--- config.mk ---
export PLATFORM = sky130hd
export DESIGN_NAME = lsu
export DESIGN_NICKNAME = d
export VERILOG_FILES = /design/src/hw/cgra_pkg.sv /design/src/hw/isa_pkg.sv /design/src/hw/lsu.sv
export SDC_FILE = /design/constraint.sdc
export NUM_CORES = 1
export LEC_CHECK = 0
export BUFFER_PORTS_ARGS = -buffer_cell sky130_fd_sc_hd__buf_2
export CORE_AREA = 8 8 101 103
export DETAILED_ROUTE_END_ITERATION = 12
export DIE_AREA = 0 0 109 111
export PLACE_DENSITY = 0.69
export SYNTH_ARGS = -nofsm -noshare
export SYNTH_HDL_FRONTEND = slang
export SYNTH_SLANG_ARGS = --single-unit
--- constraint.sdc ---
create_clock -name vclk -period 4.3
set_input_delay 0.86 -clock vclk [all_inputs]
set_output_delay 0.86 -clock vclk [all_outputs]
set_load 0.02 [all_outputs]
--- src/hw/cgra_pkg.sv ---
package cgra_pkg;

    // Array geometry
    localparam int NUM_ROWS = 4;
    localparam int NUM_COLS = 4;

    localparam int WORD_W = 32;
    localparam int ADDR_W = 14;
    localparam int CTX_W  = 3;
    localparam int COL_W  = $clog2(NUM_COLS);

    typedef logic [WORD_W-1:0] word_t;

    // Bank word address
    typedef logic [ADDR_W-1:0] addr_t;

    typedef logic [CTX_W-1:0] ctx_t;
    typedef logic [COL_W-1:0] col_t;

    // All PE results in row-major order
    typedef word_t [NUM_ROWS*NUM_COLS-1:0] pe_results_t;

endpackage

--- src/hw/isa_pkg.sv ---
package isa_pkg;

    import cgra_pkg::*;

    ////////////////////////////////////////
    // PE instruction
    ////////////////////////////////////////

    typedef enum logic [3:0] {
        PE_NOP  = 4'd0,
        PE_PASS = 4'd1,
        PE_ADD  = 4'd2,
        PE_SUB  = 4'd3,
        PE_AND  = 4'd4,
        PE_OR   = 4'd5,
        PE_XOR  = 4'd6
    } pe_op_e;

    // Operand source
    typedef enum logic [2:0] {
        SRC_UP    = 3'd0,
        SRC_DOWN  = 3'd1,
        SRC_LEFT  = 3'd2,
        SRC_RIGHT = 3'd3,
        SRC_SELF  = 3'd4,
        SRC_LSU   = 3'd5,
        SRC_IMM   = 3'd6,
        SRC_ZERO  = 3'd7
    } src_sel_e;

    typedef struct packed {
        pe_op_e      op;
        src_sel_e    src_a;
        src_sel_e    src_b;
        logic [15:0] imm;
        logic [5:0]  spare;
    } pe_inst_t;

    ////////////////////////////////////////
    // LSU instruction
    ////////////////////////////////////////

    typedef enum logic [1:0] {
        LSU_NONE  = 2'd0,
        LSU_LOAD  = 2'd1,
        LSU_STORE = 2'd2
    } lsu_op_e;

    typedef struct packed {
        lsu_op_e op;
        col_t    data_sel;
        logic    index_en;
        col_t    index_sel;
        addr_t   base;
    } lsu_inst_t;

    typedef struct packed {
        pe_inst_t [NUM_COLS-1:0] pe;
        lsu_inst_t               lsu;
    } row_inst_t;

    // One full context
    typedef row_inst_t [NUM_ROWS-1:0] array_inst_t;

endpackage

--- src/hw/lsu.sv ---
`timescale 1ns/1ps

module lsu (
    input  cgra_pkg::word_t [cgra_pkg::NUM_COLS-1:0] row_results,
    input  isa_pkg::lsu_inst_t                       inst,
    input  cgra_pkg::word_t                          rd_data,
    output logic                                     wr_en,
    output cgra_pkg::addr_t                          wr_addr,
    output cgra_pkg::word_t                          wr_data,
    output cgra_pkg::addr_t                          rd_addr,
    output cgra_pkg::word_t                          lsu_data
);

    import cgra_pkg::*;
    import isa_pkg::*;

    addr_t index;
    addr_t eff_addr;

    // Low address bits of the index PE
    assign index = inst.index_en ? addr_t'(row_results[inst.index_sel]) : '0;

    // Wraps within the address width
    assign eff_addr = inst.base + index;

    ////////////////////////////////////////
    // Bank side
    ////////////////////////////////////////

    assign wr_en   = (inst.op == LSU_STORE);
    assign wr_addr = eff_addr;
    assign wr_data = row_results[inst.data_sel];
    assign rd_addr = eff_addr;

    // Bank read data is registered one cycle after the address
    assign lsu_data = rd_data;

endmodule

==> results.md <==
- Crit Path Max Fanout: 9
- Drt wl/cell: 20.16 um
- Seq Cell Count: 0
- CP max stage delay: roughly 0.35 ns
- Syn Std Cell Area: about 2200 um2
- CP startpoint kind: primary input
- Reg area: 0 um2
- PwrDens: around 180 nW/um2
- Hold_ws: 1.720 ns
- Area Overhead vs Synth: 44.72%
- Period utilization: 97.26%
- Critical-path top delay cell: mux2_2
- Slew Limit Fails: 0
- Post-route design area: 3154 um2
- Critical Path RT: 3.44 ns
- Commonest non-fill, non-tap cell in the layout: buf_2
- Initial antenna violation count: 1
- Core area: approximately 8600 um2
- XOR/XNOR Fraction of Synth Area: 4.018%
- Synth Area in Simple Gates: about a tenth
- Class of the worst hold path: in -> out
- Mux contribution to synthesized area: 49.14%
- Hold worst-path end: lsu_data[16]
- Max-Cap Viols: 0
- Via Count: between 2k and 2.5k
- DRC: 0
- Seq/Total Area, Yosys: 0%
- Crit-path cells: buf_2, buf_12, mux4_2, and2_1, ha_1, a21oi_2, nand2_1, a21oi_2, mux2_2, a31oi_1, o211a_1, buf_2
- # fillers: slightly below 900
- Worst path depth: 12
- Largest family of logic cells by synthesized area: multiplexers
- Drt first pass iters: 6
- Nets: roughly 570
- Largest net degree at the start of global routing: 33
- Crit. End Element: primary output
- First-pass GRT wire length: 14.90 mm
- Ranking of synthesized cells by area: mux4_2, buf_4, ha_1, mux4_1, and2_1
- Final Hold Vio Count: 0
- Post-Synthesis Cells: 204
- Row count: 34
- Commonest non-fill, non-tap cells in the layout: buf_2, mux4_2, buf_4, ha_1, and2_1
- Vias in the first global route: ~2.8k
- Total Wirelength: around 9.7 mm
- Top-area cell type share of the netlist area: 42.37%
- Die Area: roughly 12,000 um2
- GRT Total Usage: 15.27%
- Leakage: ~1.6 nW
- Routed Antenna Nets: 0
- Via density: 4.975
- WP buf/inv: 3
- Hold path startpoint: rd_data[16]
- Status: finished clean
- Vert. Die Dim: 111 um
- I/O pin count: roughly 270
- Multi-input gate area: approximately 1800 um2
- Post-Synthesis Net Count: between 300 and 400
- Slew of the pin with the lowest slew margin: around 0.74 ns
- Largest area contributor in the netlist: mux4_2
- CP Class: in -> out
- Share of layout cells above drive strength 1: around three quarters
- Clock Buffer Count: 0
- Min-Delay Path Depth: 0
- Placed Instance Area: around 3100 um2
- Syn Area/Cell: between 10 and 15 um2
- Port buffer count: 210
- GR Overflow Total: 0
- Crit path max-delay family: compound AO/OA/AOI/OAI gates
- Synth Area in Compound Gates: between 8 and 9%
- Die extent in x: 109 um
- Final Power: around 560 uW
- Peak supply drop: 74.19 uV
- Critical Path AT: ~3.3 ns
- Yosys warning total: 0
- Unique masters post-synth: 39
- Adder-cell share of the synthesized area: 8.381%
- Gpl congestion: 0.8785
- Tmin final: ~4.2 ns
- Starting DRT DRC Count: 67
- Starting Density: 25.49%
- Hold-fix buffers, CTS: 0
- Slew HR: 50.83%
- Final setup vio count: 0
- Dpl hpwl: 9.078 mm
- Fmax: between 0.2 and 0.25 GHz
==> synthesized netlist by cell type (all sizes together), types with 2 or more instances <==
cell type and n:
nor2 7, xor2 2, a21oi 9, nand3 4
buf 55, and3 2, ha 13, mux4 45
inv 6, mux2 2, o21a 2, a21boi 2
nand2 9, o211ai 2, o21ai 4, clkbuf 3
mux2i 2, and2 13, xnor2 8, nor2b 4
==> kinds of logic (layout without fill, tap and decap cells) <==
| group | count (synthesis) | in the layout |
|---|---|---|
| compound gates | 25 | 25 |
| xor+xnor | 10 | 10 |
| fa+ha+maj | 14 | 14 |
| buf+inv | 64 | 234 |
| mux | 49 | 49 |
| other cells | 0 | 1 |
| simple gates | 42 | 42 |
==> report_power, final <==
group	total, mW	internal, mW	switching [mW]
sequential	0	0	0
clock	0.0000000311	0.0000000311	0
combinational	0.555	0.255	0.300
total	0.555	0.255	0.300
==> what timing repair did <==
| action | 4_1_cts | 5_1_grt |
|---|---|---|
| buffers inserted | 0 | 1 |
| pin swaps | 0 | 1 |
| gates resized for setup | 1 | 8 |
| setup endpoints to repair | 10 | 10 |
==> worst max-delay path by stage <==
stage	startpoint	end	slack (ns)
CTS	inst[14]	rd_addr[12]	0.007
floorplan	inst[14]	wr_addr[12]	-0.003
global placement	inst[14]	rd_addr[13]	-0.05
global route	inst[15]	wr_addr[12]	-0.005
finish	inst[15]	wr_addr[12]	0.12
detailed placement	inst[14]	rd_addr[12]	-0.08
==> cell type report <==
type                       instances  area share (%)
antenna                            1         0.07933
timing repair buffer             228           38.87
multi-input combinational        140           56.05
inverter                           6          0.7140
tap                              108           4.284
==> per-layer routing <==
layer | vias up | part of all wire, % | GRT usage (%)
met5 | - | 0 | 0
met4 | 0 | 2.7 | 4.292
met3 | 28 | 9.4 | 5.058
met2 | 131 | 54 | 28.77
met1 | 1149 | 34 | 15.15
li1 | 1095 | - | -
==> per-stage QoR <==
stage | util, % | std cells | worst slack [ns] | TNS (ns)
floorplan | - | 204 | -0.002947 | -0.002947
global route | 36.89 | 483 | -0.005327 | -0.01062
detailed placement | 36.46 | 481 | -0.08396 | -0.3081
CTS | 36.49 | 481 | 0.006977 | 0
finish | 36.89 | 483 | 0.1180 | 0
global placement | 36.46 | 481 | -0.05071 | -0.1258
Note: power is estimated with default switching activity, not from simulation.
