**config.mk**
```make
export PLATFORM = sky130hd
export DESIGN_NAME = pe
export DESIGN_NICKNAME = d
export VERILOG_FILES = /design/src/hw/cgra_pkg.sv /design/src/hw/isa_pkg.sv /design/src/hw/pe.sv
export SDC_FILE = /design/constraint.sdc
export NUM_CORES = 1
export LEC_CHECK = 0
export ABC_CLOCK_PERIOD_IN_PS = 5500
export BUFFER_PORTS_ARGS = -buffer_cell sky130_fd_sc_hd__buf_2
export CAP_MARGIN = 10
export CORE_MARGIN = 5
export CORE_UTILIZATION = 56
export DETAILED_ROUTE_END_ITERATION = 16
export MAX_ROUTING_LAYER = met4
export PLACE_DENSITY = 0.83
export SLEW_MARGIN = 20
export SYNTH_ARGS = -nofsm -noshare
export SYNTH_HDL_FRONTEND = slang
export SYNTH_SLANG_ARGS = --single-unit
```
**constraint.sdc**
```tcl
create_clock -name clk -period 5.5 [get_ports clk]
set_input_delay 0 -clock clk [delete_from_list [all_inputs] [get_ports clk]]
set_output_delay 0 -clock clk [all_outputs]
set_load 0.01 [all_outputs]
```
**src/hw/cgra_pkg.sv**
```systemverilog
package cgra_pkg;

    // Array geometry
    localparam int NUM_ROWS = 4;
    localparam int NUM_COLS = 4;

    localparam int WORD_W = 32;
    localparam int ADDR_W = 14;
    localparam int CTX_W  = 3;
    localparam int COL_W  = $clog2(NUM_COLS);

    typedef logic [WORD_W-1:0] word_t;

    // Bank word address
    typedef logic [ADDR_W-1:0] addr_t;

    typedef logic [CTX_W-1:0] ctx_t;
    typedef logic [COL_W-1:0] col_t;

    // All PE results in row-major order
    typedef word_t [NUM_ROWS*NUM_COLS-1:0] pe_results_t;

endpackage

```
**src/hw/isa_pkg.sv**
```systemverilog
package isa_pkg;

    import cgra_pkg::*;

    ////////////////////////////////////////
    // PE instruction
    ////////////////////////////////////////

    typedef enum logic [3:0] {
        PE_NOP  = 4'd0,
        PE_PASS = 4'd1,
        PE_ADD  = 4'd2,
        PE_SUB  = 4'd3,
        PE_AND  = 4'd4,
        PE_OR   = 4'd5,
        PE_XOR  = 4'd6
    } pe_op_e;

    // Operand source
    typedef enum logic [2:0] {
        SRC_UP    = 3'd0,
        SRC_DOWN  = 3'd1,
        SRC_LEFT  = 3'd2,
        SRC_RIGHT = 3'd3,
        SRC_SELF  = 3'd4,
        SRC_LSU   = 3'd5,
        SRC_IMM   = 3'd6,
        SRC_ZERO  = 3'd7
    } src_sel_e;

    typedef struct packed {
        pe_op_e      op;
        src_sel_e    src_a;
        src_sel_e    src_b;
        logic [15:0] imm;
        logic [5:0]  spare;
    } pe_inst_t;

    ////////////////////////////////////////
    // LSU instruction
    ////////////////////////////////////////

    typedef enum logic [1:0] {
        LSU_NONE  = 2'd0,
        LSU_LOAD  = 2'd1,
        LSU_STORE = 2'd2
    } lsu_op_e;

    typedef struct packed {
        lsu_op_e op;
        col_t    data_sel;
        logic    index_en;
        col_t    index_sel;
        addr_t   base;
    } lsu_inst_t;

    typedef struct packed {
        pe_inst_t [NUM_COLS-1:0] pe;
        lsu_inst_t               lsu;
    } row_inst_t;

    // One full context
    typedef row_inst_t [NUM_ROWS-1:0] array_inst_t;

endpackage

```
**src/hw/pe.sv**
```systemverilog
`timescale 1ns/1ps

module pe (
    input  logic              clk,
    input  logic              reset,
    input  isa_pkg::pe_inst_t inst,
    input  cgra_pkg::word_t   up,
    input  cgra_pkg::word_t   down,
    input  cgra_pkg::word_t   left,
    input  cgra_pkg::word_t   right,
    input  cgra_pkg::word_t   lsu_data,
    output cgra_pkg::word_t   result
);

    import cgra_pkg::*;
    import isa_pkg::*;

    word_t op_a;
    word_t op_b;
    word_t alu_out;

    function automatic word_t operand(input src_sel_e sel);
        word_t val;
        case (sel)
            SRC_UP:    val = up;
            SRC_DOWN:  val = down;
            SRC_LEFT:  val = left;
            SRC_RIGHT: val = right;
            SRC_SELF:  val = result;
            SRC_LSU:   val = lsu_data;
            SRC_IMM:   val = word_t'(inst.imm);
            default:   val = '0;
        endcase
        return val;
    endfunction

    always_comb begin
        op_a = operand(inst.src_a);
        op_b = operand(inst.src_b);
    end

    ////////////////////////////////////////
    // ALU
    ////////////////////////////////////////

    always_comb begin
        // NOP and unused codes hold
        alu_out = result;
        case (inst.op)
            PE_PASS: alu_out = op_a;
            PE_ADD:  alu_out = op_a + op_b;
            PE_SUB:  alu_out = op_a - op_b;
            PE_AND:  alu_out = op_a & op_b;
            PE_OR:   alu_out = op_a | op_b;
            PE_XOR:  alu_out = op_a ^ op_b;
            default: alu_out = result;
        endcase
    end

    always_ff @(posedge clk) begin
        if (reset) begin
            result <= '0;
        end else begin
            result <= alu_out;
        end
    end

endmodule

```
==> results.md <==
* Row cnt at 45
* Critical Path Start Type: input port
* Min Tclk post-route at 4.85 ns
* Max VDD drop at around 0.00016 V
* CP Capture Type: register
* Non-filler instance count after layout at approximately 1,500
* Cell taking the most area after synthesis: ha_1
* Final core utilization at 0.660
* Die Height at 133 um
* Yosys reg bits at 32
* IO buf count at 219
* Power Density at around 180 mW/mm^2
* Clk buf depth at 2
* Clock latency at the later pin of the worst-skew pair at around 0.30 ns
* Rel. slew slack at 0.317
* CTS buffer count at 5
* Post-layout nets at 1,596
* CP Max Fanout at 42
* Fmax at 206 MHz
* Placed cell count at approximately 1,500
* Avg Cell Area, Syn at 7.54 um^2
* PostCTS Resize Cnt at 0
* Final wirelength at about 34 mm
* Total congestion overflow at 0
* Initial antenna violation count at 0
* Share of layout cells above drive strength 1 at 0.240
* Pre-antenna DRT Iters at 9
* Period utilization at 0.882
* Total Neg Setup Slack at 0 ns
* Leak at between 4 and 5 nW
* First-pass GRT wire length at 52.4 mm
* Core region area at approximately 0.015 mm^2
* Initial DRC Count at 1,687
* Starting Density at 0.565
* Register name with the most flops: result
* Biggest regs: result x32
* Max_cap viols at 0
* Status: finished, final reports clean
* Ant diodes at 0
* Pwr Total at 0.00182 W
* Post-CTS setup buffer count at 0
* Die Wd at 133 um
* Synth async-reset ratio at 0
* CTS clk-pin slew, worst paths at about 0.060 ns
* CP max-delay cell: buf_4
* Max FFs per register at 32
* Net Count, Synth at about 1,400
* Slowest stage delay, CP at roughly 0.54 ns
* CP cell instances: buf_4 > buf_4 > buf_4 > nor3b_1 > a21oi_1 > o22a_1 > nand3_1 > nor4_2 > a31oi_1 > xnor2_1 > ha_1 > and3_1 > and2_1 > nand3_1 > o211ai_1 > a31oi_1 > o21ai_0 > a311oi_1 > xor2_1 > o22ai_1
* Least-Margin Pin Slew at just over 1 ns
* Hold Path Class: input port to register
* Data arrival time of the worst path at around 5.0 ns
* RSZ-0062 raised after global routing: false
* Layout area overhead at 16.8%
* CTS tree: yes
* Vias in the first global route at between 9,000 and 10,000
* Final Hold Fails at 0
* Die area at approximately 0.018 mm^2
* Hold-fix buffers, CTS at 0
* Synthesis Warnings at 0
* Worst-case clock skew at between 0.01 and 0.015 ns
* Vias per inst at 6.92
* Post-DP HPWL at approximately 26 mm
* Post-synth top flop: dfxtp_1
* Top cells by area, synth: ha_1, mux2i_1, dfxtp_1
* Setup violations, final at 0
* Pins Over Slew Limit at 0
* GRT Overall Usage at 0.376
* Kind of critical path: input port to register
* WP data required at 5.65 ns
* Post-synthesis sequential area ratio at 0.0755
* DR WL/cell at 23.0 um
* Distinct cell type count of the synthesized netlist at 76
* Synth top area share at 0.142
* Most frequent cells in the layout: buf_2, ha_1, a21oi_1
* Gp weighted congestion at 1.07
* ANT nets after route at 0
* Max H-tree Level at 2
* Most common cell after layout, fill and taps aside: buf_2
* IO Pins at ~230
* Most frequent CP cell: buf_4
* # DRC at 0
* Root Buffer: clkbuf_16
* Sinks on Clock Net at 32
* Synth Cell Area at 0.00849 mm^2
* Via count at around 10,000
* Largest net degree at the start of global routing at 66
* Number of synthesized flops with an enable pin at 0
* Syn Inst Count at roughly 1,100
Yosys cell counts, types with 32 or more instances:
master	number
o21ai_0	65
a22oi_1	35
inv_1	71
xnor2_1	46
a21oi_1	95
nand2_1	78
clkbuf_1	44
nor2_1	81
dfxtp_1	32
mux2i_1	88
ha_1	96
metal layers:
metal	vias to the layer above	share of wire	global-route usage
met5	-	0	-
met4	0	0.045	0.158
met3	135	0.15	0.102
met2	857	0.42	0.554
met1	4720	0.38	0.487
li1	4633	-	-
path summary, 6_finish.rpt:
kind / start / endpoint / slack (ns) / depth (start not counted)
setup / recovery: inst[22] / result[30] / 0.65 / 20
hold / removal: lsu_data[12] / result[12] / 0.28 / 5
setup reg to reg: result[4] / result[27] / 0.66 / 17
hold reg to reg: result[19] / result[19] / 0.54 / 2
area by class of cell:
cell class	count	area (um^2)
multi-input cells	942	7220
fillers	1307	5120
repair buffers	249	1350
flip-flops and latches	32	641
inverters	75	282
well taps	188	235
clock buffers	7	153
clock inverters	1	30.0
where the power goes:
part | internal (W) | switching [W] | leakage (nW)
sequential | 0.000256 | 0.0000405 | 0.262
combinational | 0.000484 | 0.000679 | 4.39
clock | 0.000239 | 0.000124 | 0.0901
worst max-delay path: cells and delay by family:
family                   cells  cell delay, ns
AND/OR/NAND/NOR              6            1.32
AO/OA/AOI/OAI                8            1.71
adder cells (fa/ha/maj)      1            0.38
XOR/XNOR                     2            0.35
buffers and inverters        3            1.21
stage by stage:
| stage | hold slack [ns] | setup WS, ns | cell area [um^2] |
|---|---|---|---|
| 3_3_place_gp | 0.446 | 0.520 | 9730 |
| 2_1_floorplan | 0.323 | 1.24 | 8490 |
| 3_5_place_dp | 0.451 | 0.453 | 9730 |
| 5_1_grt | 0.290 | 0.326 | 9910 |
| 6_report | 0.277 | 0.650 | 9910 |
| 4_1_cts | 0.268 | 0.723 | 9910 |
kinds of logic after synthesis:
family | share of synthesized area
buffers and inverters | 0.0762
multiplexers | 0.177
AND/OR/NAND/NOR | 0.147
flip-flops | 0.0755
XOR/XNOR | 0.0588
AO/OA/AOI/OAI | 0.322
adder cells (fa/ha/maj) | 0.144
No activity file was read; power rests on OpenSTA's default activity.
